==> src/conv_pkg.sv <==
`default_nettype none

package conv_pkg;

	localparam int in_ch = 2;
	localparam int out_ch = 2;
	localparam int pix_w = 8;
	localparam int wt_w = 8;
	localparam int bias_w = 16;
	localparam int acc_w = 20;
	localparam int img_w = 6;
	localparam int img_h = 6;
	localparam int out_w = img_w - 2;
	localparam int out_h = img_h - 2;
	localparam int taps = 9;
	localparam int line_depth = img_w - 3;
	localparam int weight_words = taps * out_ch;
	localparam int bias_words = out_ch;

	// lane i of a word belongs to input channel i
	typedef logic signed [pix_w-1:0] pix_t;
	typedef pix_t [in_ch-1:0] pixel_word_t;
	typedef logic signed [wt_w-1:0] wt_t;
	typedef wt_t [in_ch-1:0] weight_word_t;

	// indexed [row][col] with row 0 and col 0 the oldest
	typedef pixel_word_t [2:0][2:0] window_t;
	typedef weight_word_t [taps-1:0][out_ch-1:0] weight_set_t;

	typedef logic signed [bias_w-1:0] bias_t;
	typedef bias_t [out_ch-1:0] bias_set_t;
	typedef logic signed [acc_w-1:0] acc_t;
	typedef acc_t [out_ch-1:0] result_t;

	typedef logic [7:0] addr_t;

	typedef enum logic [1:0] {load_idle, load_read, load_done} load_state_e;
	typedef enum logic [1:0] {scan_idle, scan_wait_coef, scan_run} scan_state_e;

endpackage

`default_nettype wire

==> src/coef_loader.sv <==
`default_nettype none

module coef_loader (
	input wire clk,
	input wire rst,
	input wire weight_store_done,
	input wire bias_store_done,
	input wire conv_pkg::weight_word_t weight_data,
	input wire conv_pkg::bias_t bias_data,
	output logic read_weight_signal,
	output conv_pkg::addr_t read_weight_addr,
	output logic read_bias_signal,
	output conv_pkg::addr_t read_bias_addr,
	output conv_pkg::weight_set_t weights,
	output conv_pkg::bias_set_t biases,
	output logic coef_ready
);

	import conv_pkg::*;

	load_state_e w_state;
	load_state_e b_state;
	addr_t w_cnt;
	addr_t b_cnt;
	// capture flag and address trail the strobe by one cycle
	logic w_cap;
	logic b_cap;
	addr_t w_cap_addr;
	addr_t b_cap_addr;

	assign read_weight_signal = (w_state == load_read);
	assign read_weight_addr = w_cnt;
	assign read_bias_signal = (b_state == load_read);
	assign read_bias_addr = b_cnt;

	assign coef_ready = (w_state == load_done) && !w_cap && (b_state == load_done) && !b_cap;

	always_ff @(posedge clk or posedge rst)
	begin
		if (rst)
		begin
			w_state <= load_idle;
			b_state <= load_idle;
			w_cnt <= '0;
			b_cnt <= '0;
			w_cap <= 1'b0;
			b_cap <= 1'b0;
			w_cap_addr <= '0;
			b_cap_addr <= '0;
		end
		else
		begin
			w_cap <= read_weight_signal;
			w_cap_addr <= w_cnt;
			b_cap <= read_bias_signal;
			b_cap_addr <= b_cnt;
			case (w_state)
				load_idle:
				begin
					if (weight_store_done)
					begin
						w_state <= load_read;
						w_cnt <= '0;
					end
				end
				load_read:
				begin
					if (w_cnt == addr_t'(weight_words - 1))
						w_state <= load_done;
					else
						w_cnt <= w_cnt + 1'b1;
				end
				load_done: w_state <= load_done;
				default: w_state <= load_idle;
			endcase
			case (b_state)
				load_idle:
				begin
					if (bias_store_done)
					begin
						b_state <= load_read;
						b_cnt <= '0;
					end
				end
				load_read:
				begin
					if (b_cnt == addr_t'(bias_words - 1))
						b_state <= load_done;
					else
						b_cnt <= b_cnt + 1'b1;
				end
				load_done: b_state <= load_done;
				default: b_state <= load_idle;
			endcase
		end
	end

	// word k -> tap k / out_ch, output channel k % out_ch
	always_ff @(posedge clk)
	begin
		if (w_cap)
			weights[w_cap_addr / out_ch][w_cap_addr % out_ch] <= weight_data;
		if (b_cap)
			biases[b_cap_addr] <= bias_data;
	end

	// strobes never run past the last word
	assert property (@(posedge clk) disable iff (rst)
		read_weight_signal |-> (read_weight_addr < addr_t'(weight_words)));
	assert property (@(posedge clk) disable iff (rst)
		read_bias_signal |-> (read_bias_addr < addr_t'(bias_words)));

endmodule

`default_nettype wire

==> config.mk <==
export PLATFORM = sky130hd
export DESIGN_NAME = coef_loader
export DESIGN_NICKNAME = d
export VERILOG_FILES = /design/src/conv_pkg.sv /design/src/coef_loader.sv
export SDC_FILE = /design/constraint.sdc
export NUM_CORES = 1
export LEC_CHECK = 0
export ABC_AREA = 0
export BUFFER_PORTS_ARGS = -buffer_cell sky130_fd_sc_hd__buf_2
export CAP_MARGIN = 20
export CORE_MARGIN = 5
export CORE_UTILIZATION = 40
export DETAILED_ROUTE_END_ITERATION = 10
export PLACE_DENSITY = 0.65
export SLEW_MARGIN = 20
export SYNTH_ARGS = -nofsm -noshare
export SYNTH_HDL_FRONTEND = slang
export SYNTH_SLANG_ARGS = --single-unit
==> constraint.sdc <==
create_clock -name clk -period 2.15 [get_ports clk]
set_input_delay 0.1075 -clock clk [delete_from_list [all_inputs] [get_ports clk]]
set_output_delay 0.1075 -clock clk [all_outputs]
set_load 0.05 [all_outputs]
# Word-level counts from Yosys, hierarchy flattened
# Cells that the tools add are included.
# op_classes
reduce_logical	16
muxes	20
addsub	2
eq_ne	12
magnitude_cmp	6
# op_table
operator	count
bitwise mux 288 bit	1
demux 32 bit (select 4 bit)	1
bitwise mux 32 bit	1
demux 16 bit (select 1 bit)	2
two-way mux 16 bit	2
two-way mux 32 bit	1
two-way mux 8 bit	4
one-hot mux 8 bit (2 select lines)	2
adder 8 x 1 -> 8 bit (second input constant)	2
one-hot mux 2 bit (3 select lines)	2
== test 8 x 1 -> 1 bit (second input constant)	1
== test 8 x 5 -> 1 bit (second input constant)	1
>= comparator 8 x 1 -> 1 bit (second input constant)	1
< comparator 8 x 2 -> 1 bit (second input constant)	1
two-way mux 2 bit	4
!= test 2 bit (second input constant)	4
>= comparator 7 x 1 -> 1 bit (second input constant)	1
< comparator 7 x 5 -> 1 bit (second input constant)	1
logical AND 1 bit	6
AND reduction 3 bit	2
== test 2 x 1 -> 1 bit (second input constant)	2
== test 2 bit (second input constant)	2
logical NOT 2 bit	2
!= test 2 x 1 -> 1 bit (second input constant)	2
5 further kinds	8
# word_totals
regBits	358
wordCells	102
out_inout_bits	339
input_bits	36

# Logic depth before layout (Yosys ltp)
# depth
ltp_word	7
ltp_mapped	7
mapped_depth_nobuf	6

# Worst setup path before layout
# No wires, ideal clock.
# synth_timing
path_type	register to output
from	reg w_state[0]
to	out coef_ready
n_path_buf	0
arrival_ps	2138
path_slack_ps	-95
stages_incl_launch_ff	4
path_cell_list	dfrtp_1 inv_1 ha_1 nor4bb_1
# synth_via
elab_chain_len	4
# synth_rtl
element	line	source
start, declared	coef_loader.sv:21	load_state_e w_state;
start signal, assigned	coef_loader.sv:42	w_state <= load_idle;
start signal, assigned	coef_loader.sv:62	w_state <= load_read;
start signal, assigned	coef_loader.sv:69	w_state <= load_done;
== test 2 bit	coef_loader.sv:36	assign coef_ready = (w_state == load_done) && !w_cap && (b_state == load_done) && !b_cap;
logical AND 1 bit (3 in series)	coef_loader.sv:36	
end, declared	coef_loader.sv:16	output logic coef_ready
# No other way between the ends.

# Worst setup path after layout
# layout_timing
from	reg b_cnt[1] (netlist: read_bias_addr[1])
to	reg b_cnt[2] (netlist: read_bias_addr[2])
# layout_via
elab_chain_len	3
elab_cells_between_ends	6
# layout_rtl
element	line	source
start, declared	coef_loader.sv:24	addr_t b_cnt;
start signal, assigned	coef_loader.sv:90	b_cnt <= b_cnt + 1'b1;
adder 8 x 1 -> 8 bit / == test 8 x 1 -> 1 bit (equally long branches)	coef_loader.sv:90, coef_loader.sv:87	
two-way mux 8 bit / != test 2 bit (equally long branches)	n/a	
one-hot mux 8 bit (2 select lines) / AND reduction 3 bit (equally long branches)	n/a	
# Parallel ways exist; a longest one is shown, timed or not. The select of a mux whose other input is x is not followed.
# A chain may end at the register's enable or synchronous reset.

==> impl_metrics.csv <==
group,metric,value,unit
pwr,vdd_drop_max,0.691,mV
routing,first_pass_iters,4,
logic_synthesis,synth_edf_count,320,
logic_synthesis,synth-async-reset-ratio,10.6,%
routing,detail_route.wl_per_cell,21.6,um
logic_synthesis,yosysSeqAreaShare,91.6,%
setup_path,startpoint,"read_bias_addr[1]$_DFFE_PP0P_",
floorplanning,die_y,180,um
setup_path,reg2reg_to,"read_bias_addr[2]$_DFFE_PP0P_",
final_layout,synthToLayoutAreaGrowth,33.2,%
grt,grt_pass1_wl,43600,um
setup_path,critPathLaunchType,"register",
sta,hold_viol,0,
setup_path,cp_max_fo,7,
cts,cts.htree.levels,2,
floorplanning,core_area,0.0286,sq mm
grt,grt_max_degree,39,
setup_path,reg2reg_from,"read_bias_addr[1]$_DFFE_PP0P_",
setup_path,cp_cell_sequence,"inv_1 -> ha_1 -> or4b_4 -> o31ai_4 -> buf_4 -> or3_1 -> o211ai_1",
placement,place_ws,0.166,ns
logic_synthesis,synth_fp_nets,558,
placement,hpwlAfterDp,20500,um
routing,wirelength,29600,um
grt,antenna_found_initial,0,
grt,track_usage,17.8,%
setup_path,critPathKind,"register to register",
floorplanning,die_w,180,um
cts,cts_root_buf,"clkbuf_16",
logic_synthesis,yosys_warnings,0,
cts,cts_tree,"yes",
final_layout,drive_gt1_share,47.9,%
setup_path,cp-endpoint,"read_bias_addr[2]$_DFFE_PP0P_",
sta,worst_pin_slew,0.513,ns
sta,maxSlewViolCount,0,
placement,port_buffers,374,
setup_path,required,2.54,ns
grt,grt_pass1_vias,6533,
routing,post-route-drc-count,0,
floorplanning,io_pins,375,
logic_synthesis,synth_seq_cells,358,
logic_synthesis,avgSynthCellArea,22.6,sq um
grt,overflow,0,
final_layout,fill_cells,2295,
cts,cts_buffers,36,
floorplanning,rows,62,
sta,min_period,2.00,ns
sta,post-route-period-util,92.9,%
sta,skew,0.0132,ns
flow_run,cap_violations,0,
logic_synthesis,synth_cell_types,40,
logic_synthesis,netlist_area,0.0115,sq mm
sta,setup_ws,0.152,ns
cts,clockBufferDepth,3,
hold_path,hp-start,"bias_store_done",
placement,gp_congestion,0.816,
setup_path,crit_path_max_incr_delay,0.48,ns
sta,finalSetupTns,0,ns
outcome,outcome,"complete, no violations",
cts,clock_latency,0.51,ns
setup_path,cp-end-kind,"register",
routing,vias,6551,
sta,fmax,0.501,GHz
hold_path,hp-class,"primary input to register",
pwr,power,17.1,mW
routing,via_per_inst,4.77,
logic_synthesis,dominantRegCellSynth,"edfxtp_1",
sta,setup_violations,0,
floorplanning,start_util,40.3,%
sta,rsz0062_at_grt,"no",
pwr,p_per_area,1110,mW/mm^2
sta,relSlewSlack,65.8,%
setup_path,slowest_stage,"or4b_4",
floorplanning,die_area,0.0323,sq mm
final_layout,insertedDiodeCount,0,
final_layout,nets,1013,
cts,clk_pin_slew_worst_paths,0.06,ns
routing,drtIter0Drc,409,
logic_synthesis,syn-instance-count,510,
pwr,leakagePower,6.00,nW
setup_path,rr_worst_depth,7,
routing,drtAntennaViolNets,0,
cts,clkSinkCount,358,
setup_path,critPathArrivalTime,2.38,ns
setup_path,r2r_setup_slack,0.15,ns
-- where the power goes --
group / switching (mW) / internal, mW
logic: 2.23 / 0.748
registers: 0.279 / 8.14
clock network: 2.46 / 3.27
total: 4.97 / 12.2
-- worst max-delay path, delay by kind of cell, from the launching register on --
kind	cells	cell delay (ns)
compound gates	2	0.45
fa+ha+maj	1	0.13
buf+inv	2	0.29
flops	1	0.43
simple gates	2	0.58
-- metal layers --
layer	up-vias	share of wire, %	wire, um	global-route usage (%)
met3	64	9.2	2730	5.76
met5	-	0	0	0
met1	3256	37	11100	21.2
met4	0	4.0	1180	7.44
met2	330	49	14700	30.1
li1	2901	-	-	-
-- timing repair --
item,CTS,global route
buffers inserted,0,0
hold buffers,17,0
hold endpoints to repair,70,0
gates resized for setup,0,0
endpoints found under the setup margin,0,0
-- registers in the layout (all words and copies together), names as in the netlist --
| name | count |
|---|---|
| biases | 32 |
| b_state | 2 |
| w_cap_addr | 8 |
| w_cap | 1 |
| w_state | 2 |
| read_bias_addr | 8 |
| read_weight_addr | 8 |
| b_cap_addr | 8 |
| b_cap | 1 |
| weights | 288 |
-- per-stage QoR --
stage | std cells | hold WS, ns | area, sq um | utilization [%]
after floorplan | 510 | 0.206 | 11500 | -
after global placement | 1294 | 0.246 | 14100 | 49.3
after detailed placement | 1294 | 0.251 | 14100 | 49.3
after CTS | 1374 | 0.0185 | 15400 | 53.7
after global routing | 1374 | 0.0381 | 15400 | 53.7
final | 1374 | 0.0385 | 15400 | 53.7
-- logic make-up (layout without fill, tap and decap cells) --
group                      after synthesis  in the layout  synth area share [%]
adders and majority gates               12             12                  1.30
and+or+nand+nor                         95             95                  4.34
DFF                                    358            358                  91.6
muxes                                    7              7                 0.673
buffers and inverters                   14            494                 0.521
AOI/OAI and AO/OA                       24             24                  1.61
-- how the worst min path moves through the flow --
stage | endpoint | cells past startpoint
after floorplan | biases[0]$_DFFE_PP_ | 0
after global placement | read_bias_addr[1]$_DFFE_PP0P_ | 3
after detailed placement | read_bias_addr[1]$_DFFE_PP0P_ | 3
after CTS | b_state[1]$_DFFE_PP0P_ | 3
after global routing | b_state[1]$_DFFE_PP0P_ | 3
final | b_state[1]$_DFFE_PP0P_ | 3
-- cell usage after synthesis (6+ instances only) --
master	number	area share, %
edfxtp_1	320	83
dfrtp_1	38	8.2
nand2_1	27	0.88
nor2_1	22	0.72
nand3_1	14	0.61
ha_1	12	1.3
inv_1	10	0.33
o21ai_0	8	0.35
nand2b_1	7	0.38
mux2_2	6	0.59
-- layout make-up --
class | instances | area [sq um] | area share [%]
Clock buffer | 45 | 945 | 6.15
Clock inverter | 18 | 141 | 0.920
Inverter | 10 | 37.5 | 0.244
Multi-Input combinational cell | 138 | 927 | 6.04
Sequential cell | 358 | 10600 | 68.8
Tap cell | 384 | 480 | 3.13
Timing Repair Buffer | 421 | 2270 | 14.8
-- layout by cell type, fill, tap and decap left out, drive strengths merged, types with 2 or more instances in the layout --
cell type    synthesis  final
buf                  2    404
edfxtp             320    320
clkbuf               2     45
dfrtp               38     38
nand2               27     27
nor2                22     22
dlygate4sd3          0     17
nand3               14     14
inv                 10     14
ha                  12     12
clkinv               0     12
o21ai                9      9
nand2b               7      7
mux2                 6      6
o31ai                4      4
or4b                 4      4
nor4                 3      3
and3                 3      3
o41ai                3      3
or2                  2      2
o21a                 2      2
o211ai               2      2
nand3b               2      2
o221ai               2      2
nor4b                2      2
No activity file was read; power rests on OpenSTA's default activity.
