$ cat config.mk
export PLATFORM = sky130hd
export DESIGN_NAME = frame_scanner
export DESIGN_NICKNAME = d
export VERILOG_FILES = /design/src/conv_pkg.sv /design/src/frame_scanner.sv
export SDC_FILE = /design/constraint.sdc
export NUM_CORES = 1
export LEC_CHECK = 0
export BUFFER_PORTS_ARGS = -buffer_cell sky130_fd_sc_hd__buf_4
export CORE_ASPECT_RATIO = 0.75
export CORE_MARGIN = 1.5
export CORE_UTILIZATION = 45
export CTS_BUF_LIST = sky130_fd_sc_hd__clkbuf_4
export CTS_CLUSTER_DIAMETER = 50
export DETAILED_ROUTE_END_ITERATION = 7
export PLACE_DENSITY_LB_ADDON = 0.1
export SLEW_MARGIN = 30
export SYNTH_ARGS = -nofsm -noshare
export SYNTH_HDL_FRONTEND = slang
export SYNTH_SLANG_ARGS = --single-unit
$ cat constraint.sdc
create_clock -name clk -period 2.35 [get_ports clk]
set_input_delay 0.235 -clock clk [delete_from_list [all_inputs] [get_ports clk]]
set_output_delay 0.235 -clock clk [all_outputs]
set_load 0.01 [all_outputs]
$ cat src/conv_pkg.sv
`default_nettype none

package conv_pkg;

	localparam int in_ch = 2;
	localparam int out_ch = 2;
	localparam int pix_w = 8;
	localparam int wt_w = 8;
	localparam int bias_w = 16;
	localparam int acc_w = 20;
	localparam int img_w = 6;
	localparam int img_h = 6;
	localparam int out_w = img_w - 2;
	localparam int out_h = img_h - 2;
	localparam int taps = 9;
	localparam int line_depth = img_w - 3;
	localparam int weight_words = taps * out_ch;
	localparam int bias_words = out_ch;

	// lane i of a word belongs to input channel i
	typedef logic signed [pix_w-1:0] pix_t;
	typedef pix_t [in_ch-1:0] pixel_word_t;
	typedef logic signed [wt_w-1:0] wt_t;
	typedef wt_t [in_ch-1:0] weight_word_t;

	// indexed [row][col] with row 0 and col 0 the oldest
	typedef pixel_word_t [2:0][2:0] window_t;
	typedef weight_word_t [taps-1:0][out_ch-1:0] weight_set_t;

	typedef logic signed [bias_w-1:0] bias_t;
	typedef bias_t [out_ch-1:0] bias_set_t;
	typedef logic signed [acc_w-1:0] acc_t;
	typedef acc_t [out_ch-1:0] result_t;

	typedef logic [7:0] addr_t;

	typedef enum logic [1:0] {load_idle, load_read, load_done} load_state_e;
	typedef enum logic [1:0] {scan_idle, scan_wait_coef, scan_run} scan_state_e;

endpackage

`default_nettype wire

$ cat src/frame_scanner.sv
`default_nettype none

module frame_scanner (
	input wire clk,
	input wire rst,
	input wire pixel_store_done,
	input wire coef_ready,
	output logic read_pixel_signal,
	output conv_pkg::addr_t read_row_addr,
	output conv_pkg::addr_t read_col_addr,
	output logic save_enable,
	output conv_pkg::addr_t output_row,
	output conv_pkg::addr_t output_col,
	output logic layer2_calculation_done
);

	import conv_pkg::*;

	scan_state_e state;
	addr_t row_cnt;
	addr_t col_cnt;
	logic last_pos;
	// read position delayed to line up with the registered sum
	logic [2:0] pipe_valid;
	addr_t pipe_row [3];
	addr_t pipe_col [3];

	assign read_pixel_signal = (state == scan_run);
	assign read_row_addr = row_cnt;
	assign read_col_addr = col_cnt;
	assign last_pos = (row_cnt == addr_t'(img_h - 1)) && (col_cnt == addr_t'(img_w - 1));

	always_ff @(posedge clk or posedge rst)
	begin
		if (rst)
		begin
			state <= scan_idle;
			row_cnt <= '0;
			col_cnt <= '0;
		end
		else
		begin
			case (state)
				scan_idle:
				begin
					if (pixel_store_done && coef_ready)
						state <= scan_run;
					else if (pixel_store_done)
						state <= scan_wait_coef;
				end
				scan_wait_coef:
				begin
					if (coef_ready)
						state <= scan_run;
				end
				scan_run:
				begin
					if (col_cnt == addr_t'(img_w - 1))
					begin
						col_cnt <= '0;
						row_cnt <= row_cnt + 1'b1;
					end
					else
					begin
						col_cnt <= col_cnt + 1'b1;
					end
					if (last_pos)
					begin
						state <= scan_idle;
						row_cnt <= '0;
					end
				end
				default: state <= scan_idle;
			endcase
		end
	end

	always_ff @(posedge clk or posedge rst)
	begin
		if (rst)
		begin
			pipe_valid <= '0;
			for (int k = 0; k < 3; k++)
			begin
				pipe_row[k] <= '0;
				pipe_col[k] <= '0;
			end
		end
		else
		begin
			pipe_valid <= {pipe_valid[1:0], read_pixel_signal};
			pipe_row[0] <= row_cnt;
			pipe_col[0] <= col_cnt;
			for (int k = 1; k < 3; k++)
			begin
				pipe_row[k] <= pipe_row[k-1];
				pipe_col[k] <= pipe_col[k-1];
			end
		end
	end

	// a full window exists once two rows and two columns are behind the read
	assign save_enable = pipe_valid[2] && (pipe_row[2] >= addr_t'(2)) && (pipe_col[2] >= addr_t'(2));
	assign output_row = pipe_row[2] - addr_t'(2);
	assign output_col = pipe_col[2] - addr_t'(2);
	assign layer2_calculation_done = save_enable && (pipe_row[2] == addr_t'(img_h - 1))
		&& (pipe_col[2] == addr_t'(img_w - 1));

	assert property (@(posedge clk) disable iff (rst)
		save_enable |-> (output_row < addr_t'(out_h)) && (output_col < addr_t'(out_w)));

endmodule

`default_nettype wire

Word-level counts from Yosys, hierarchy flattened
Index checks and enable logic that the tools add are counted.
- $add $sub $neg: 4
- order comparisons: 2
- equality and inequality tests: 9
- mux-type cells: 8
- reduce and logical (&&, ||, !) cells: 10
- operator list (operator ; count):
    8-bit by 3-bit == test with 1-bit output (second input constant) ; 4
    8-bit two-way mux ; 3
    8-bit by 1-bit adder with 8-bit output (second input constant) ; 2
    8-bit by 2-bit >= comparator with 1-bit output (second input constant) ; 2
    8-bit by 2-bit subtractor with 8-bit output (second input constant) ; 2
    2-bit two-way mux ; 4
    1-bit logical AND ; 6
    2-bit one-hot mux with 3 select lines ; 1
    3-bit != test (second input constant) ; 1
    3-bit AND reduction ; 1
    2-bit by 1-bit == test with 1-bit output (second input constant) ; 1
    2-bit == test (second input constant) ; 1
    2-bit logical NOT ; 1
    2-bit by 1-bit != test with 1-bit output (second input constant) ; 1
    2-bit != test (second input constant) ; 1
    2-bit AND reduction ; 1
    2-bit nonzero test ; 1
- bits in registers: 69
- input bits: 4
- word-level logic and storage cells: 43

Logic depth before layout (Yosys ltp)
- depth after elaboration: 5
- mapped depth: 6

Worst setup path before layout
OpenSTA, ideal clock, no wires.
- path kind: register to register
- start: register col_cnt[3] (netlist: read_col_addr[3])
- end: register row_cnt[6] (netlist: read_row_addr[6])
- arrival: 1668 ps
- path slack: 554 ps
- stages on the path, launching flop included: 5
- clock period less this slack: 1796 ps
- cell sequence: dfrtp_1 -> nor4b_4 -> nand4_4 -> or4_4 -> xnor2_2
- longest elaborated chain between the ends: 4
- elaborated cells on any way between the ends: 5
- those cells by class: eq/ne: 1; mux: 1; reduce/logical: 3
- RTL lines (what ; line ; source):
    start, declared ; frame_scanner.sv:21 ; addr_t col_cnt;
    start signal, assigned ; frame_scanner.sv:65 ; col_cnt <= col_cnt + 1'b1;
    8-bit by 3-bit == test with 1-bit output * ; frame_scanner.sv:31, frame_scanner.sv:58 ;
    1-bit logical AND ; frame_scanner.sv:31 ; assign last_pos = (row_cnt == addr_t'(img_h - 1)) && (col_cnt == addr_t'(img_w - 1));
    2-bit nonzero test (no source line) ; n/a ;
    2-bit AND reduction (no source line) ; n/a ;
    end signal, assigned ; frame_scanner.sv:61 ; row_cnt <= row_cnt + 1'b1;
    end, declared ; frame_scanner.sv:20 ; addr_t row_cnt;
Every way passes the cells marked *; elsewhere a longest branch is shown, timed or not.
A chain may end at the register's enable or synchronous reset.

Worst setup path after layout
- start: register pipe_row[5] in the netlist's numbering
- end: output layer2_calculation_done
- longest elaborated chain between the ends: 5
- elaborated cells on any way between the ends: 6
- those cells by class: order compare: 1; eq/ne: 1; reduce/logical: 4
- RTL lines (what ; line ; source):
    start, declared ; frame_scanner.sv:25 ; addr_t pipe_row [3];
    start signal, assigned by index ; frame_scanner.sv:96 ; pipe_row[k] <= pipe_row[k-1];
    8-bit by 2-bit >= comparator with 1-bit output ; frame_scanner.sv:103 ; assign save_enable = pipe_valid[2] && (pipe_row[2] >= addr_t'(2)) && (pipe_col[2] >= addr_t'(2));
    1-bit logical AND (2 in a row) ; frame_scanner.sv:103 ;
    1-bit logical AND * ; frame_scanner.sv:106 ; assign layer2_calculation_done = save_enable && (pipe_row[2] == addr_t'(img_h - 1))
    1-bit logical AND * ; frame_scanner.sv:107 ; && (pipe_col[2] == addr_t'(img_w - 1));
    end, declared ; frame_scanner.sv:14 ; output logic layer2_calculation_done
Marks and branches as above.

==> results.tsv <==
stage	metric	value	unit
final_layout	finalNetCount	237	
floorplanning	die_w	88.6	um
logic_synthesis	postSynthAreaPerCell	13.9	um2
grt	groute.usage.overall	14.4	%
cts	cts_resized	0	
logic_synthesis	syn-num-nets	188	
route	wirelength	3.84	mm
critical_path	crit_type	flip-flop to output pin	
power_and_ir_drop	power.internal	0.00243	W
critical_path	reg2reg_to	read_row_addr[6]	
route	drtAntennaViolNets	0	
floorplanning	rows	23	
timing	setup_viol	0	
floorplanning	start_util	46.5	%
critical_path	crit_chain	nor4_1 > a221oi_1 > and4_1 > buf_4	
hold_path	min_path_cells	3	
grt	grt_pass1_wl	6.23	mm
power_and_ir_drop	switching_share	33.4	%
cts	clkSinkCount	69	
timing	rsz0062_at_grt	no	
power_and_ir_drop	p_leak	1.50	nW
critical_path	crit_arrival	1760	ps
critical_path	required	2120	ps
placement	hpwl	2.69	mm
grt	antenna_found_initial	0	
hold_path	min-delay-start	pixel_store_done	
power_and_ir_drop	p_switching	0.00122	W
timing	final_max_slew_viol_count	0	
cts	clk_path_buf_depth	2	
route	vias	1435	
logic_synthesis	yosys-top-cells-area	dfrtp_1 (70%), xor2_1 (3.5%), ha_1 (3.0%)	
logic_synthesis	yosysSeqAreaShare	69.8	%
hold_path	hold_path_class	input port to flip-flop	
placement	dp_cells	289	
power_and_ir_drop	ir_drop	0.710	mV
logic_synthesis	ys.flop_type	dfrtp_1	
timing	min_period_over_period	84.7	%
logic_synthesis	synth_edf_count	0	
timing	slew_headroom	58.9	%
floorplanning	die_h	67.2	um
logic_synthesis	synth_common_cells	dfrtp_1 (69), inv_1 (13), xor2_1 (10)	
critical_path	reg2reg_depth	4	
route	firstDrtPassIters	4	
logic_synthesis	yosysMostFrequentCell	dfrtp_1	
cts	post_cts_buffers	0	
timing	worst_pin_slew	615	ps
route	routedWlPerCell	12.5	um
cts	htreeDepth	3	
route	remaining_drc_errors	0	
grt	grt_overflow	0	
timing	fin_setup_tns	0	ps
logic_synthesis	synth-seq-cells	69	
run_status	outcome	completed	
cts	clk_pin_slew	100	ps
route	vias_per_cell	4.67	
cts	cts_buffers	9	
flow_run	cap_violations	0	
critical_path	max_stage_delay	430	ps
cts	clk_latency	370	ps
floorplanning	ios	39	
power_and_ir_drop	clkPwrFrac	19.1	%
placement	port_buffers	38	
timing	fmax	502	MHz
timing	finalCriticalPeriod	1990	ps
timing	hold_viol_final	0	
cts	cts_tree	built	
final_layout	antenna_cells	0	
critical_path	r2r-start	read_col_addr[3]	
final_layout	drive_above_1_share	27.2	%
critical_path	cp_slowest_cell	dfrtp_1	
critical_path	endpoint_kind	output pin	
critical_path	reg2reg_slack	450	ps
power_and_ir_drop	combPwrFrac	33.3	%
cts	cts-root-buf	clkbuf_4	
power_and_ir_drop	powerDensity	1210	nW/um2
cts	cts_hold_repair.buffers	2	
logic_synthesis	syn-instance-count	178	
logic_synthesis	ys_types	35	
grt	grt_pass1_vias	1356	
timing	skew	6.76	ps
logic_synthesis	ys_warn_count	0	
route	drt_iter0_drc	73	
critical_path	crit_path_start_kind	flip-flop	
floorplanning	core_area	5320	um2
placement	globalplace.congestion	0.817	
logic_synthesis	ys_async_sr_fraction	100	%
hold_path	hold_end	state[0]	
power_and_ir_drop	seqPwrFrac	47.7	%
logic_synthesis	netlist.area_leader.share	69.8	%
final_layout	areaGrowthSynthToFinish	21.3	%
logic_synthesis	synth_area_leader_cell	dfrtp_1	
final_layout	stdcell_count	307	
floorplanning	dieArea	5960	um2
critical_path	cp_max_fo	4	
logic_synthesis	synth_area	2470	um2
grt	grt_start_max_net_pins	42	
[power by group through the flow]
stage	sequential, W	combinational (W)	clock (W)
6_report	0.00174	0.00121	0.000696
5_1_grt	0.00178	0.00136	0.000774
4_1_cts	0.00174	0.00123	0.000719
3_5_place_dp	0.00177	0.00122	0
3_3_place_gp	0.00175	0.00119	0
2_1_floorplan	0.00173	0.000678	0
[placed cells by master, fill, tap and decap left out, drive strengths merged]
master       netlist  layout
nor4b              1       1
buf                3      39
a221oi             1       1
o22ai              1       1
inv               14      14
a21oi              2       2
or2                1       1
nand3b             1       1
dfrtp             69      69
xor2              10      10
nand2              9       9
nor3               6       6
bufinv             0       1
o21ai              6       6
nand4              6       6
nor2               9       9
or3                1       1
a311o              1       1
dlygate4sd3        0       2
nor4bb             1       1
and4               3       3
xnor2              9       9
a21o               1       1
nand2b             3       3
nand3              3       3
clkinvlp           0       1
and3               2       2
clkbuf             0      10
o31ai              3       3
nor4               4       4
or4                2       2
clkinv             0       4
ha                 6       6
[worst max-delay path, delay by kind of cell (launching register included)]
kind / cells / cell delay (ps)
AND/OR/NAND/NOR: 2 / 650
flip-flops: 1 / 430
AO/OA/AOI/OAI: 1 / 170
buffers and inverters: 1 / 140
[state kept, by name, indices dropped and copies added (netlist names)]
| signal | flops |
|---|---|
| read_col_addr | 8 |
| state | 2 |
| read_row_addr | 8 |
| pipe_row | 24 |
| pipe_valid | 3 |
| pipe_col | 24 |
[worst max-delay path by stage]
stage	startpoint	end
floorplan	rst	pipe_col[0]
global placement	read_col_addr[3]	read_row_addr[6]
detailed placement	read_col_addr[3]	read_row_addr[6]
CTS	pipe_row[5]	layer2_calculation_done
global route	pipe_row[5]	layer2_calculation_done
finish	pipe_row[5]	layer2_calculation_done
[stage by stage]
step	instance area [um2]	hold slack (ps)	total power (W)	utilization (%)	setup WS, ps
detailed placement	2850	335	0.00299	53.6	479
finish	3000	129	0.00365	56.4	358
global placement	2850	334	0.00295	53.6	528
CTS	3000	101	0.00369	56.4	323
global route	3000	116	0.00391	56.4	215
floorplan	2470	306	0.00241	-	375
[cell families after synthesis]
| logic type | Yosys count | synth area share (%) |
|---|---|---|
| DFF | 69 | 69.8 |
| AOI/OAI and AO/OA | 15 | 3.84 |
| buffers and inverters | 17 | 2.93 |
| xor gates and xnor gates | 19 | 7.03 |
| adders and majority gates | 6 | 3.03 |
| and+or+nand+nor | 52 | 13.4 |
[final cells by class]
cell class                 count  area, um2
timing repair buffer          41        325
fill                         457       2320
tap                           75       93.8
clock buffer                  10       75.1
multi-input combinational     92        676
clock inverter                 6       53.8
sequential                    69       1730
inverter                      14       52.6
[metal layers]
| layer | vias to the layer above | share of wire (%) | GRT usage, % | wire, um |
|---|---|---|---|---|
| met1 | 677 | 49 | 19.1 | 1900 |
| li1 | 708 | - | - | - |
| met2 | 43 | 44 | 21.0 | 1680 |
| met3 | 7 | 5.2 | 3.91 | 199 |
| met4 | 0 | 1.6 | 8.98 | 63 |
| met5 | - | 0 | 0 | 0 |
Note: power is estimated with default switching activity, not from simulation.
