===== config.mk =====
export PLATFORM = sky130hd
export DESIGN_NAME = window_builder
export DESIGN_NICKNAME = d
export VERILOG_FILES = /design/src/conv_pkg.sv /design/src/window_builder.sv
export SDC_FILE = /design/constraint.sdc
export NUM_CORES = 1
export LEC_CHECK = 0
export BUFFER_PORTS_ARGS = -buffer_cell sky130_fd_sc_hd__buf_2
export CAP_MARGIN = 15
export CORE_MARGIN = 1
export CORE_UTILIZATION = 49
export CTS_CLUSTER_DIAMETER = 30
export DETAILED_ROUTE_END_ITERATION = 12
export PLACE_DENSITY = 0.72
export SLEW_MARGIN = 20
export SYNTH_ARGS = -nofsm -noshare
export SYNTH_HDL_FRONTEND = slang
export SYNTH_SLANG_ARGS = --single-unit

===== constraint.sdc =====
create_clock -name clk -period 4.9 [get_ports clk]
set_input_delay 0.245 -clock clk [delete_from_list [all_inputs] [get_ports clk]]
set_output_delay 0.245 -clock clk [all_outputs]
set_load 0.1 [all_outputs]

===== src/conv_pkg.sv =====
`default_nettype none

package conv_pkg;

	localparam int in_ch = 2;
	localparam int out_ch = 2;
	localparam int pix_w = 8;
	localparam int wt_w = 8;
	localparam int bias_w = 16;
	localparam int acc_w = 20;
	localparam int img_w = 6;
	localparam int img_h = 6;
	localparam int out_w = img_w - 2;
	localparam int out_h = img_h - 2;
	localparam int taps = 9;
	localparam int line_depth = img_w - 3;
	localparam int weight_words = taps * out_ch;
	localparam int bias_words = out_ch;

	// lane i of a word belongs to input channel i
	typedef logic signed [pix_w-1:0] pix_t;
	typedef pix_t [in_ch-1:0] pixel_word_t;
	typedef logic signed [wt_w-1:0] wt_t;
	typedef wt_t [in_ch-1:0] weight_word_t;

	// indexed [row][col] with row 0 and col 0 the oldest
	typedef pixel_word_t [2:0][2:0] window_t;
	typedef weight_word_t [taps-1:0][out_ch-1:0] weight_set_t;

	typedef logic signed [bias_w-1:0] bias_t;
	typedef bias_t [out_ch-1:0] bias_set_t;
	typedef logic signed [acc_w-1:0] acc_t;
	typedef acc_t [out_ch-1:0] result_t;

	typedef logic [7:0] addr_t;

	typedef enum logic [1:0] {load_idle, load_read, load_done} load_state_e;
	typedef enum logic [1:0] {scan_idle, scan_wait_coef, scan_run} scan_state_e;

endpackage

`default_nettype wire


===== src/window_builder.sv =====
`default_nettype none

module window_builder (
	input wire clk,
	input wire rst,
	input wire conv_pkg::pixel_word_t input_data,
	output conv_pkg::window_t window
);

	import conv_pkg::*;

	// line_buf[r] sits between the oldest tap of row r+1 and the newest tap of row r
	pixel_word_t line_buf [2][line_depth];

	// three row chains with the newest pixel entering at column 2
	always_ff @(posedge clk or posedge rst)
	begin
		if (rst)
		begin
			window <= '0;
		end
		else
		begin
			for (int r = 0; r < 3; r++)
			begin
				window[r][0] <= window[r][1];
				window[r][1] <= window[r][2];
			end
			window[2][2] <= input_data;
			window[1][2] <= line_buf[1][line_depth-1];
			window[0][2] <= line_buf[0][line_depth-1];
		end
	end

	// row delay is 2 taps + line_depth + 1, which is one image row
	always_ff @(posedge clk)
	begin
		for (int r = 0; r < 2; r++)
		begin
			line_buf[r][0] <= window[r+1][0];
			for (int d = 1; d < line_depth; d++)
			begin
				line_buf[r][d] <= line_buf[r][d-1];
			end
		end
	end

endmodule

`default_nettype wire


After elaboration in Yosys (flattened, before gate mapping):

Memories as Yosys holds them, arrays and structs flattened.
Cells that the tools add are included.
Widths: inputs -> output; s select.

* add/subtract/negate cells: 0
* multiply operators: 0
* div/mod/pow operators: 0
* magnitude comparators: 0
* equal/unequal tests: 0
* shift operators: 0
* muxes and demuxes: 0
* bitwise operators: 0
* reduce and logical (&&, ||, !) cells: 0

* register bits after elaboration: 144
* bits in latches: 0
* bits in writable memories: 96
* memory bits (read-only): 0
* bits of input ports: 18
* output and inout port bits: 144
* word-level logic and storage cells: 19
* memories kept: 1

Memories
* line_buf: words 2, width 48, rd ports 2, clocked after memory_dff 0, wr ports 2, RTL line window_builder.sv:13 `pixel_word_t line_buf [2][line_depth];`

Depth between registers and ports, before layout:

Gate-level depths: netlist of run 1.

* depth in word-level cells: 0
* depth in mapped cells: 1
* gate-level depth less buffers: 1

Worst setup path before layout of run 1:

OpenSTA, ideal clock, no wires.

* kind: reg-to-output
* from: reg window[112] in the netlist's numbering
* to: out window[112] in the netlist's numbering
* data arrival time: 0.895 ns
* data required time: 4.655 ns
* path slack: 3.760 ns
* stages on the path, launching flop included: 1
* path buffers: 0
* cells stage by stage: dfrtp_1

RTL lines
* from (decl): RTL line window_builder.sv:7 `output conv_pkg::window_t window`
* from (signal, indexed assignment): RTL line window_builder.sv:26 `window[r][0] <= window[r][1];`
* from (signal, indexed assignment): RTL line window_builder.sv:27 `window[r][1] <= window[r][2];`

No word-level cell between the ends.

==> results of run 1 <==
through the flow:
stage,hold WS (ns),instance area [um^2]
after floorplan,0.276,5530
after global placement,0.310,6520
after detailed placement,0.312,6520
after CTS,0.318,7910
after global routing,0.320,7910
final,0.317,7910
timing repair:
item / 4_1_cts / 5_1_grt
setup endpoints to repair: 0 / 0
hold buffers: 17 / 0
gates resized for setup: 0 / 0
endpoints found under the hold margin: 95 / 0
metal layers:
layer,share of wire,vias up
li1,-,1203
met1,0.40,1313
met2,0.48,142
met3,0.097,16
met4,0.020,0
met5,0,-
power groups by stage:
stage / Clock, mW / Combinational (mW) / Sequential [mW]
6_report: 2.48 / 0.564 / 2.11
5_1_grt: 2.62 / 0.577 / 2.12
4_1_cts: 2.53 / 0.566 / 2.11
3_5_place_dp: 0 / 0.555 / 2.15
3_3_place_gp: 0 / 0.554 / 2.14
2_1_floorplan: 0 / 0.0172 / 2.59
logic make-up (layout without fill, tap and decap cells):
group | Yosys count | count (layout)
DFF | 240 | 240
buffers and inverters | 1 | 242
registers in the layout (all words and copies together) (netlist names):
register  flops
line_buf     96
window      144
cell type report:
class / count / area (um^2) / area share
tap: 140 / 175 / 0.0222
timing repair buffer: 179 / 983 / 0.124
clock inverter: 18 / 253 / 0.0320
clock buffer: 44 / 962 / 0.122
inverter: 1 / 8.76 / 0.00111
sequential: 240 / 5530 / 0.699
worst min path at each step:
stage | to | slack (ns) | cells after the start
floorplan | window[128] | 0.28 | 0
global placement | line_buf[1][14] | 0.31 | 0
detailed placement | line_buf[1][11] | 0.31 | 0
CTS | window[33] | 0.32 | 0
global route | window[33] | 0.32 | 0
finish | window[33] | 0.32 | 0
cell usage in the layout (no fill, tap or decap):
master,instances
dfrtp_1,144
clkbuf_8,1
clkbuf_16,37
buf_2,161
clkbuf_1,6
bufinv_16,5
clkinvlp_4,5
inv_6,4
inv_8,1
clkinv_2,2
buf_4,1
dfxtp_1,96
clkinv_4,2
dlygate4sd3_1,17
==> metrics.md, run 1 <==
| Metric | Value |
|---|---|
| Post-place setup slack | 3.30 ns |
| Max VDD drop | 0.571 mV |
| Synth Area in Compound Gates | 0 |
| Vias per inst | 4.30 |
| Post-synth top cells | 144 x dfrtp_1, 96 x dfxtp_1, 1 x inv_1 |
| Crit Reg-Reg Endpoint | window[27] |
| Worst path cell trace | dlygate4sd3_1, buf_2, inv_6, buf_4 |
| Worst R2R Path Depth | 0 |
| Critical path startpoint | rst |
| Avg Cell Area, Syn | 22.9 um^2 |
| Multi-input logic area | 0 um^2 |
| Vias in the first global route | about 2.8k |
| Setup bufs post-CTS | 0 |
| DRT Wirelength | 8400 um |
| Final Cycle Share | 0.329 |
| Drt pass-1 iters | 2 |
| Clock power frac | 0.481 |
| Async SR Flop Fraction | 0.600 |
| Endpoints failing setup | 0 |
| Maxcap violations | 0 |
| Fin cells | 622 |
| Avg WL per Cell | 13.5 um |
| Post-DP HPWL | about 5000 um |
| Mapped cell area | 5530 um^2 |
| Worst-margin pin slew | a little over 0.8 ns |
| Die height | approximately 110 um |
| # rows | 38 |
| Reg clk slew, reported paths | 0.05 ns |
| Syn-to-layout area delta | 43.0% |
| Yosys reg bits | 240 |
| Minimum clock period | 1.61 ns |
| Die Area | 11700 um^2 |
| TritonCTS clock tree | done |
| P per Cell Area | 652 nW/um^2 |
| Grt peak-use layer | met2 |
| Placed insts | 543 |
| Slowest stage delay, CP | 0.62 ns |
| Final Hold Vio Count | 0 |
| Mapped Nets | around 260 |
| Critical path buffers and inverters | 4 |
| Flop pwr share | 0.410 |
| Fillers | 675 |
| Leakage power | 3.78 nW |
| Sequential area share after synthesis | 0.999 |
| Initial antenna violation count | 0 |
| Status | complete, no violations |
| Fin Clk Skew | ~0.013 ns |
| Clock sinks | 240 |
| CTS H-tree depth | 2 |
| GRT met2 Usage | 0.242 |
| Power, Total | about 5.2 mW |
| Cells after Synth | 241 |
| Dominant cell type by area after synthesis | dfrtp_1 |
| Post-synthesis adder-cell area fraction | 0 |
| WS Path Type | input pin to async pin |
| Largest net degree at the start of global routing | 97 |
| Clock root buffer | clkbuf_16 |
| DRT iter0 DRCs | 82 |
| Crit start category | input pin |
| Final setup TNS | 0 ns |
| Synth unique cells | 3 |
| Layout cells sized above 1 | 0.454 |
| Top FF cell, synth | dfrtp_1 |
| Core footprint | approximately 11000 um^2 |
| CP Max Fanout | 96 |
| Ports | 162 |
| Num CTS Buffers | 34 |
| CP Capture Type | async pin |
| CTS max path bufs | 3 |
| DRT antenna net count | 0 |
| Buffers added on ports | around 160 |
| Comb pwr share | 0.109 |
| Main combinational cell family by area after synthesis | buffers and inverters |
| DRC viols | 0 |
| Gr usage total | 0.145 |
| CP endpoint | window[126] |
| Slew HR | 0.459 |
| Xor/xnor cell area share of the yosys netlist | 0 |
| Warnings, synthesis | 0 |
| Maximum clock frequency | 620 MHz |
| Met1 Use GR | 0.162 |
| Slew Limit Fails | 0 |
| Starting Density | 0.506 |
| Slowest cell on crit path | buf_4 |
| Area contributors post-synth | dfrtp_1 65%, dfxtp_1 35%, inv_1 0.068% |
| Critical Path RT | 5.46 ns |
| Die Span X | 108 um |
| Critical path's top delay family | buffers and inverters |
| Vias | 2674 |
| Count leader, synth | dfrtp_1 |
| Worst hold path type | flip-flop to flip-flop |
| Worst-Skew Late Latency | about 0.46 ns |
| P_int | roughly 3.8 mW |
| Share of the synthesized area in the top cell type | 0.652 |
| Reg2reg start | window[43] |
| Simple-gate share of the synthesized area | 0 |
| Critical path depth | 4 |
| RSZ-0062 raised after global routing | false |
| Multi-input gates | 0 |
| Hold Startpoint | line_buf[0][1] |
| Setup WS post-layout | 3.29 ns |
| Sw power | 1.36 mW |
| First-pass GRT wire length | 12700 um |
| EDFF count, synth | 0 |
| Worst path arrival time | around 2.2 ns |
| Setup slack, reg-to-reg | 4.33 ns |
| Diodes inserted | 0 |
| # nets final | 474 |
| Grt ovf | 0 |
| Switching fraction of total power | 0.264 |
| Global routing usage on met3 | 0.0603 |
| Mux contribution to synthesized area | 0 |
| GPL Wtd Cong | between 0.7 and 0.8 |
| Post-Route Utilization | 0.723 |
Power figures use the tool's default switching activity.
==> run 2: changes to the inputs <==
Settings changed: CORE_UTILIZATION 49 to 44, PLACE_DENSITY 0.72 to 0.68.
Clock period 4.9 ns to 1.4 ns, I/O delays scaled along.
==> run 2 against run 1 <==
Compared with the run above: clock-buffer cell count grew 4; first-iteration DRC count grew 17%; critical path depth shrank 3; largest power group unchanged.
==> metrics.md, run 2 (same netlist as run 1, synthesis figures left out) <==
| Metric | Value |
|---|---|
| Status | complete, no violations |
| Worst-margin pin slew | 0.508 ns (-0.304 ns) |
| Hold_ws | 0.123 ns (-0.193 ns) |
| Crit start category | flip-flop |
| Critical path's top delay family | buffers and inverters |
| Sw power | 4.72 mW (+250%) |
| Slowest cell on crit path | buf_2 |
| Layout cells sized above 1 | 0.458 (+0.00338) |
| Multi-input gates | 0 (unchanged) |
| Fillers | 833 (+23%) |
| Power, Total | 18.0 mW (+250%) |
| Maxcap violations | 0 (unchanged) |
| Worst path cell trace | buf_2 |
| Flop pwr share | 0.411 (about the same) |
| Initial antenna violation count | 0 (unchanged) |
| Grt ovf | 0 (unchanged) |
| Final Cell Area | 7990 um^2 (+0.98%) |
| Core footprint | 12100 um^2 (+11%) |
| DRT antenna net count | 0 (unchanged) |
| Worst R2R Path Depth | 0 (unchanged) |
| Num CTS Buffers | 36 (+5.9%) |
| DRT Wirelength | 8580 um (+2.2%) |
| Most frequent cells in the layout | 157 x buf_2, 144 x dfrtp_1, 96 x dfxtp_1 |
| Area after DPL | 6590 um^2 (+1.0%) |
| CTS H-tree depth | 2 (unchanged) |
| Largest net degree at the start of global routing | 76 (-22%) |
| Fin Clk Skew | 0.0124 ns (-0.000344 ns) |
| Leakage power | 3.81 nW (+0.73%) |
| Reg2reg start | window[79] |
| Maximum clock frequency | 741 MHz |
| Final Cycle Share | 0.964 |
| Biggest regs | window: 144 flops, line_buf: 96 flops |
| TritonCTS clock tree | done |
| GPL Wtd Cong | 0.687 (-4.8%) |
| Setup WS post-layout | 0.0509 ns (-3.24 ns) |
| CP Capture Type | output pin |
| Gr usage total | 0.138 (-0.00738) |
| Die height | 114 um (+5.4%) |
| # nets final | 477 (+0.63%) |
| Clock sinks | 240 (unchanged) |
| Fin cells | 653 (+5.0%) |
| Drt pass-1 iters | 2 (unchanged) |
| DRT iter0 DRCs | 96 (+17%) |
| Minimum clock period | 1.35 ns |
| Ports | 162 (unchanged) |
| Comb pwr share | 0.110 (about the same) |
| Vias in the first global route | 2901 (+4.7%) |
| DRC viols | 0 (unchanged) |
| Max FFs per register | 144 (unchanged) |
| Vias | 2688 (+0.52%) |
| Avg WL per Cell | 13.1 um (-2.7%) |
| Vias per inst | 4.12 (-4.2%) |
| Clock root buffer | clkbuf_16 |
| CTS max path bufs | 3 (unchanged) |
| WS Path Type | flip-flop to output pin |
| Diodes inserted | 0 (unchanged) |
| Syn-to-layout area delta | 44.4% |
| Die Span X | 114 um (+5.4%) |
| Most common cell after layout, fill and taps aside | buf_2 |
| Switching fraction of total power | 0.262 (-0.00221) |
| CP Max Fanout | 2 (-98%) |
| Post-place setup slack | 0.478 ns (-2.82 ns) |
| Setup bufs post-CTS | 0 (unchanged) |
| Most flop-heavy register | window |
| Worst hold path type | input pin to async pin |
| Buffers added on ports | 161 (unchanged) |
| Multi-input logic area | 0 um^2 (unchanged) |
| Die Area | 13000 um^2 (+11%) |
| Critical path buffers and inverters | 1 (-3) |
| Final Hold Vio Count | 0 (unchanged) |
| Critical path depth | 1 (-3) |
| Endpoints failing setup | 0 (unchanged) |
| Slew HR | 0.664 (+0.205) |
| Worst path arrival time | 1.28 ns (-0.89 ns) |
| P_int | 13.3 mW (+250%) |
| Worst-Skew Late Latency | 0.46 ns (about the same) |
| Placed insts | 572 (+5.3%) |
| Slew Limit Fails | 0 (unchanged) |
| P per Cell Area | 2260 nW/um^2 (+250%) |
| Starting Density | 0.457 (-0.0491) |
| RSZ-0062 raised after global routing | false |
| # rows | 40 (+5.3%) |
| Post-Route Utilization | 0.659 (-0.0638) |
| Clock power frac | 0.479 (-0.002) |
| First-pass GRT wire length | 13800 um (+8.0%) |
| Final setup TNS | 0 ns (unchanged) |
| Critical path startpoint | window[127] |
| Slowest stage delay, CP | 0.44 ns (-0.18 ns) |
| Reg clk slew, reported paths | 0.06 ns (about the same) |
| Critical Path RT | 1.33 ns (-4.13 ns) |
| Max VDD drop | 1.28 mV (+120%) |
run 2: path summary, 6_finish.rpt:
| path | to | slack, ns |
|---|---|---|
| hold / removal | window[29] | 0.12 |
| hold reg to reg | line_buf[0][15] | 0.32 |
| setup reg to reg | window[63] | 0.83 |
| max in group asynchronous | window[76] | 0.63 |
| setup / recovery | window[127] | 0.05 |
| min in group clk | window[132] | 0.24 |
run 2: final cells by class:
cell class | instances | area, um^2 | share of cell area
clock buffers | 48 | 1020 | 0.127
clock inverters | 16 | 199 | 0.0249
inverters | 1 | 7.51 | 0.000940
flip-flops and latches | 240 | 5530 | 0.692
well taps | 168 | 210 | 0.0263
repair buffers | 180 | 1030 | 0.128
run 2: power groups by stage:
stage               Combinational, mW  Sequential, mW  Clock [mW]
floorplan                      0.0611            9.08           0
global placement                 1.95            7.50           0
detailed placement               1.96            7.52           0
CTS                              2.00            7.40        8.82
global route                     2.04            7.43        9.19
finish                           1.99            7.40        8.63
run 2: what timing repair did:
| action | in CTS | in global routing |
|---|---|---|
| hold buffers | 17 | 0 |
| endpoints found under the hold margin | 160 | 0 |
| resized for setup | 2 | 2 |
| setup endpoints to repair | 2 | 2 |
run 2: layer usage:
layer	routed length [um]	part of all wire	vias up	GRT usage
met5	0	0	-	0
met4	170	0.020	0	0.0597
met3	978	0.11	21	0.0646
met2	4170	0.49	150	0.228
met1	3260	0.38	1311	0.152
li1	-	-	1206	-
==> run 3: changes to the inputs <==
Settings changed: CELL_PAD_IN_SITES_DETAIL_PLACEMENT set to 1, CELL_PAD_IN_SITES_GLOBAL_PLACEMENT set to 1, CORE_UTILIZATION 44 to 41, PLACE_DENSITY 0.68 to not set, PLACE_DENSITY_LB_ADDON set to 0.05.
Clock period 1.4 ns to 1.3 ns, I/O delays scaled along.
==> run 3 against run 2 <==
Compared with the run above: design area up 4.7%; clock-buffer cell count increased by 1; highest routed layer unchanged; sequential cell count unchanged; sequential power is 8.0% higher; power up 8.9%; clock power up 8.2%; first-iteration DRC count fell by 8.3%; worst hold slack improved by 0.093 ns; utilization decreased by 2.6 points; via count is 1.6% higher; setup slack got worse by 0.0085 ns; critical path depth unchanged.
==> metrics.md, run 3 (same netlist as run 1, synthesis figures left out) <==
| Metric | Value |
|---|---|
| Post-DP HPWL | 5210 um |
| P per Cell Area | 2350 nW/um^2 (+4.0%) |
| Biggest regs | window: 144 flops, line_buf: 96 flops |
| Hold Startpoint | input_data[15] |
| # rows | 42 (+5.0%) |
| Critical Path RT | 1.24 ns (-0.09 ns) |
| Layout cells sized above 1 | 0.464 (+0.00648) |
| Max VDD drop | 1.31 mV (+2.9%) |
| Slowest cell on crit path | dfrtp_1 |
| Clock sinks | 240 (unchanged) |
| Die Area | 14000 um^2 (+7.2%) |
| Die height | 118 um (+3.5%) |
| Avg WL per Cell | 15.5 um (+18%) |
| Grt peak-use layer | met2 |
| Syn-to-layout area delta | 51.2% |
| DRC viols | 0 (unchanged) |
| Multi-input logic area | 0 um^2 (unchanged) |
| Vias | 2730 (+1.6%) |
| Vias per inst | 4.11 (-0.27%) |
| Worst path cell trace | buf_4 |
| Most common cell after layout, fill and taps aside | dfrtp_1 |
| Endpoints failing setup | 0 (unchanged) |
| Largest net degree at the start of global routing | 91 (+20%) |
| RSZ-0062 raised after global routing | false |
| GPL Wtd Cong | 0.660 (-4.0%) |
| Minimum clock period | 1.26 ns |
| Final Cell Area | 8360 um^2 (+4.7%) |
| Final Cycle Share | 0.967 |
| Grt ovf | 0 (unchanged) |
| Post-place setup slack | 0.395 ns (-0.0835 ns) |
| Ports | 162 (unchanged) |
| Slowest stage delay, CP | 0.39 ns (-0.05 ns) |
| Worst path arrival time | 1.19 ns (-0.09 ns) |
| Met1 Use GR | 0.167 (+0.0153) |
| Reg clk slew, reported paths | 0.05 ns (about the same) |
| Most flop-heavy register | window |
| CP Capture Type | output pin |
| Diodes inserted | 0 (unchanged) |
| Register area | 5530 um^2 (unchanged) |
| WS Path Type | flip-flop to output pin |
| First-pass GRT wire length | 16600 um (+20%) |
| CTS H-tree depth | 2 (unchanged) |
| Core footprint | 13200 um^2 (+8.9%) |
| GRT met2 Usage | 0.275 (+0.0468) |
| Critical path buffers and inverters | 1 (unchanged) |
| Multi-input gates | 0 (unchanged) |
| CTS max path bufs | 3 (unchanged) |
| Worst-margin pin slew | 0.465 ns (-0.0421 ns) |
| Buffers added on ports | 161 (unchanged) |
| Leakage power | 3.94 nW (+3.4%) |
| Fillers | 1139 (+37%) |
| TritonCTS clock tree | done |
| Clock root buffer | clkbuf_16 |
| CP Max Fanout | 2 (unchanged) |
| Global routing usage on met3 | 0.0601 (-0.00451) |
| Vias in the first global route | 3086 (+6.4%) |
| Die Span X | 118 um (+3.5%) |
| Starting Density | 0.419 (-0.0373) |
| Critical path's top delay family | flip-flops |
| Max FFs per register | 144 (unchanged) |
| Critical path startpoint | window[131] |
| Maximum clock frequency | 795 MHz |
| Slew Limit Fails | 0 (unchanged) |
| DRT Wirelength | 10300 um (+20%) |
| Maxcap violations | 0 (unchanged) |
| Num CTS Buffers | 37 (+2.8%) |
| Crit start category | flip-flop |
| Fin Clk Skew | 0.00925 ns (-0.00313 ns) |
| DRT iter0 DRCs | 88 (-8.3%) |
| Status | complete, no violations |
| Drt pass-1 iters | 3 (+1) |
| Slew HR | 0.690 (+0.0258) |
| Worst-Skew Late Latency | 0.49 ns (+0.03 ns) |
| Gr usage total | 0.158 (+0.0209) |
| Most frequent cells in the layout | 144 x dfrtp_1, 140 x buf_4, 96 x dfxtp_1 |
| Reg2reg start | window[76] |
| Area after DPL | 6600 um^2 (+0.15%) |
| Final Hold Vio Count | 0 (unchanged) |
| Setup WS post-layout | 0.0424 ns (-0.00849 ns) |
| # nets final | 478 (+0.21%) |
| DRT antenna net count | 0 (unchanged) |
| Worst hold path type | input pin to flip-flop |
| Initial antenna violation count | 0 (unchanged) |
==> run 3: cell count changes in the layout (fill, tap and decap cells not counted) <==
cell        previous run  this run
clkinvlp_4             4         5
clkinv_2               6         7
inv_8                  0         1
buf_2                157        17
bufinv_16              4         1
buf_6                  0         2
inv_6                  1         4
clkbuf_1               6         5
buf_4                  2       140
clkbuf_16             37        39
==> run 3: cell type report <==
cell class | count | area share
clock inverter | 19 | 0.0190
timing repair buffer | 180 | 0.166
tap | 176 | 0.0263
inverter | 1 | 0.000898
sequential | 240 | 0.661
clock buffer | 49 | 0.127
==> run 3: worst paths after layout <==
kind | end | cells after the start | slack, ns
setup / recovery | window[131] | 1 | 0.04
hold / removal | window[143] | 2 | 0.22
hold reg to reg | line_buf[0][27] | 0 | 0.32
max in group asynchronous | window[125] | 4 | 0.63
min in group asynchronous | window[9] | 4 | 0.25
setup reg to reg | window[60] | 0 | 0.74
==> run 3: timing repair <==
| action | 4_1_cts | 5_1_grt |
|---|---|---|
| hold buffers | 17 | 0 |
| resized for setup | 143 | 3 |
| setup buffers | 0 | 0 |
| setup endpoints to repair | 142 | 3 |
| endpoints found under the hold margin | 160 | 0 |
==> run 3: stage by stage <==
stage	std cells	TNS (ns)	utilization	hold WS [ns]	total power [mW]
after floorplan	241	-82.09	-	0.0964	9.84
after CTS	665	0	0.633	0.188	19.9
after detailed placement	580	0	0.500	0.175	10.2
after global routing	665	0	0.634	0.200	20.3
after global placement	580	0	0.500	0.173	10.2
final	665	0	0.634	0.216	19.6
==> run 3: layer usage <==
layer,wire length (um),up-vias
li1,-,1203
met1,3680,1364
met2,5500,138
met3,824,25
met4,284,0
met5,0,-
==> run 3: report_power, final <==
| group | leakage [nW] | internal (mW) | switching [mW] |
|---|---|---|---|
| clock network | 0.597 | 6.01 | 3.33 |
| registers | 2.49 | 7.83 | 0.166 |
| logic | 0.851 | 0.354 | 1.93 |
| total | 3.94 | 14.2 | 5.43 |
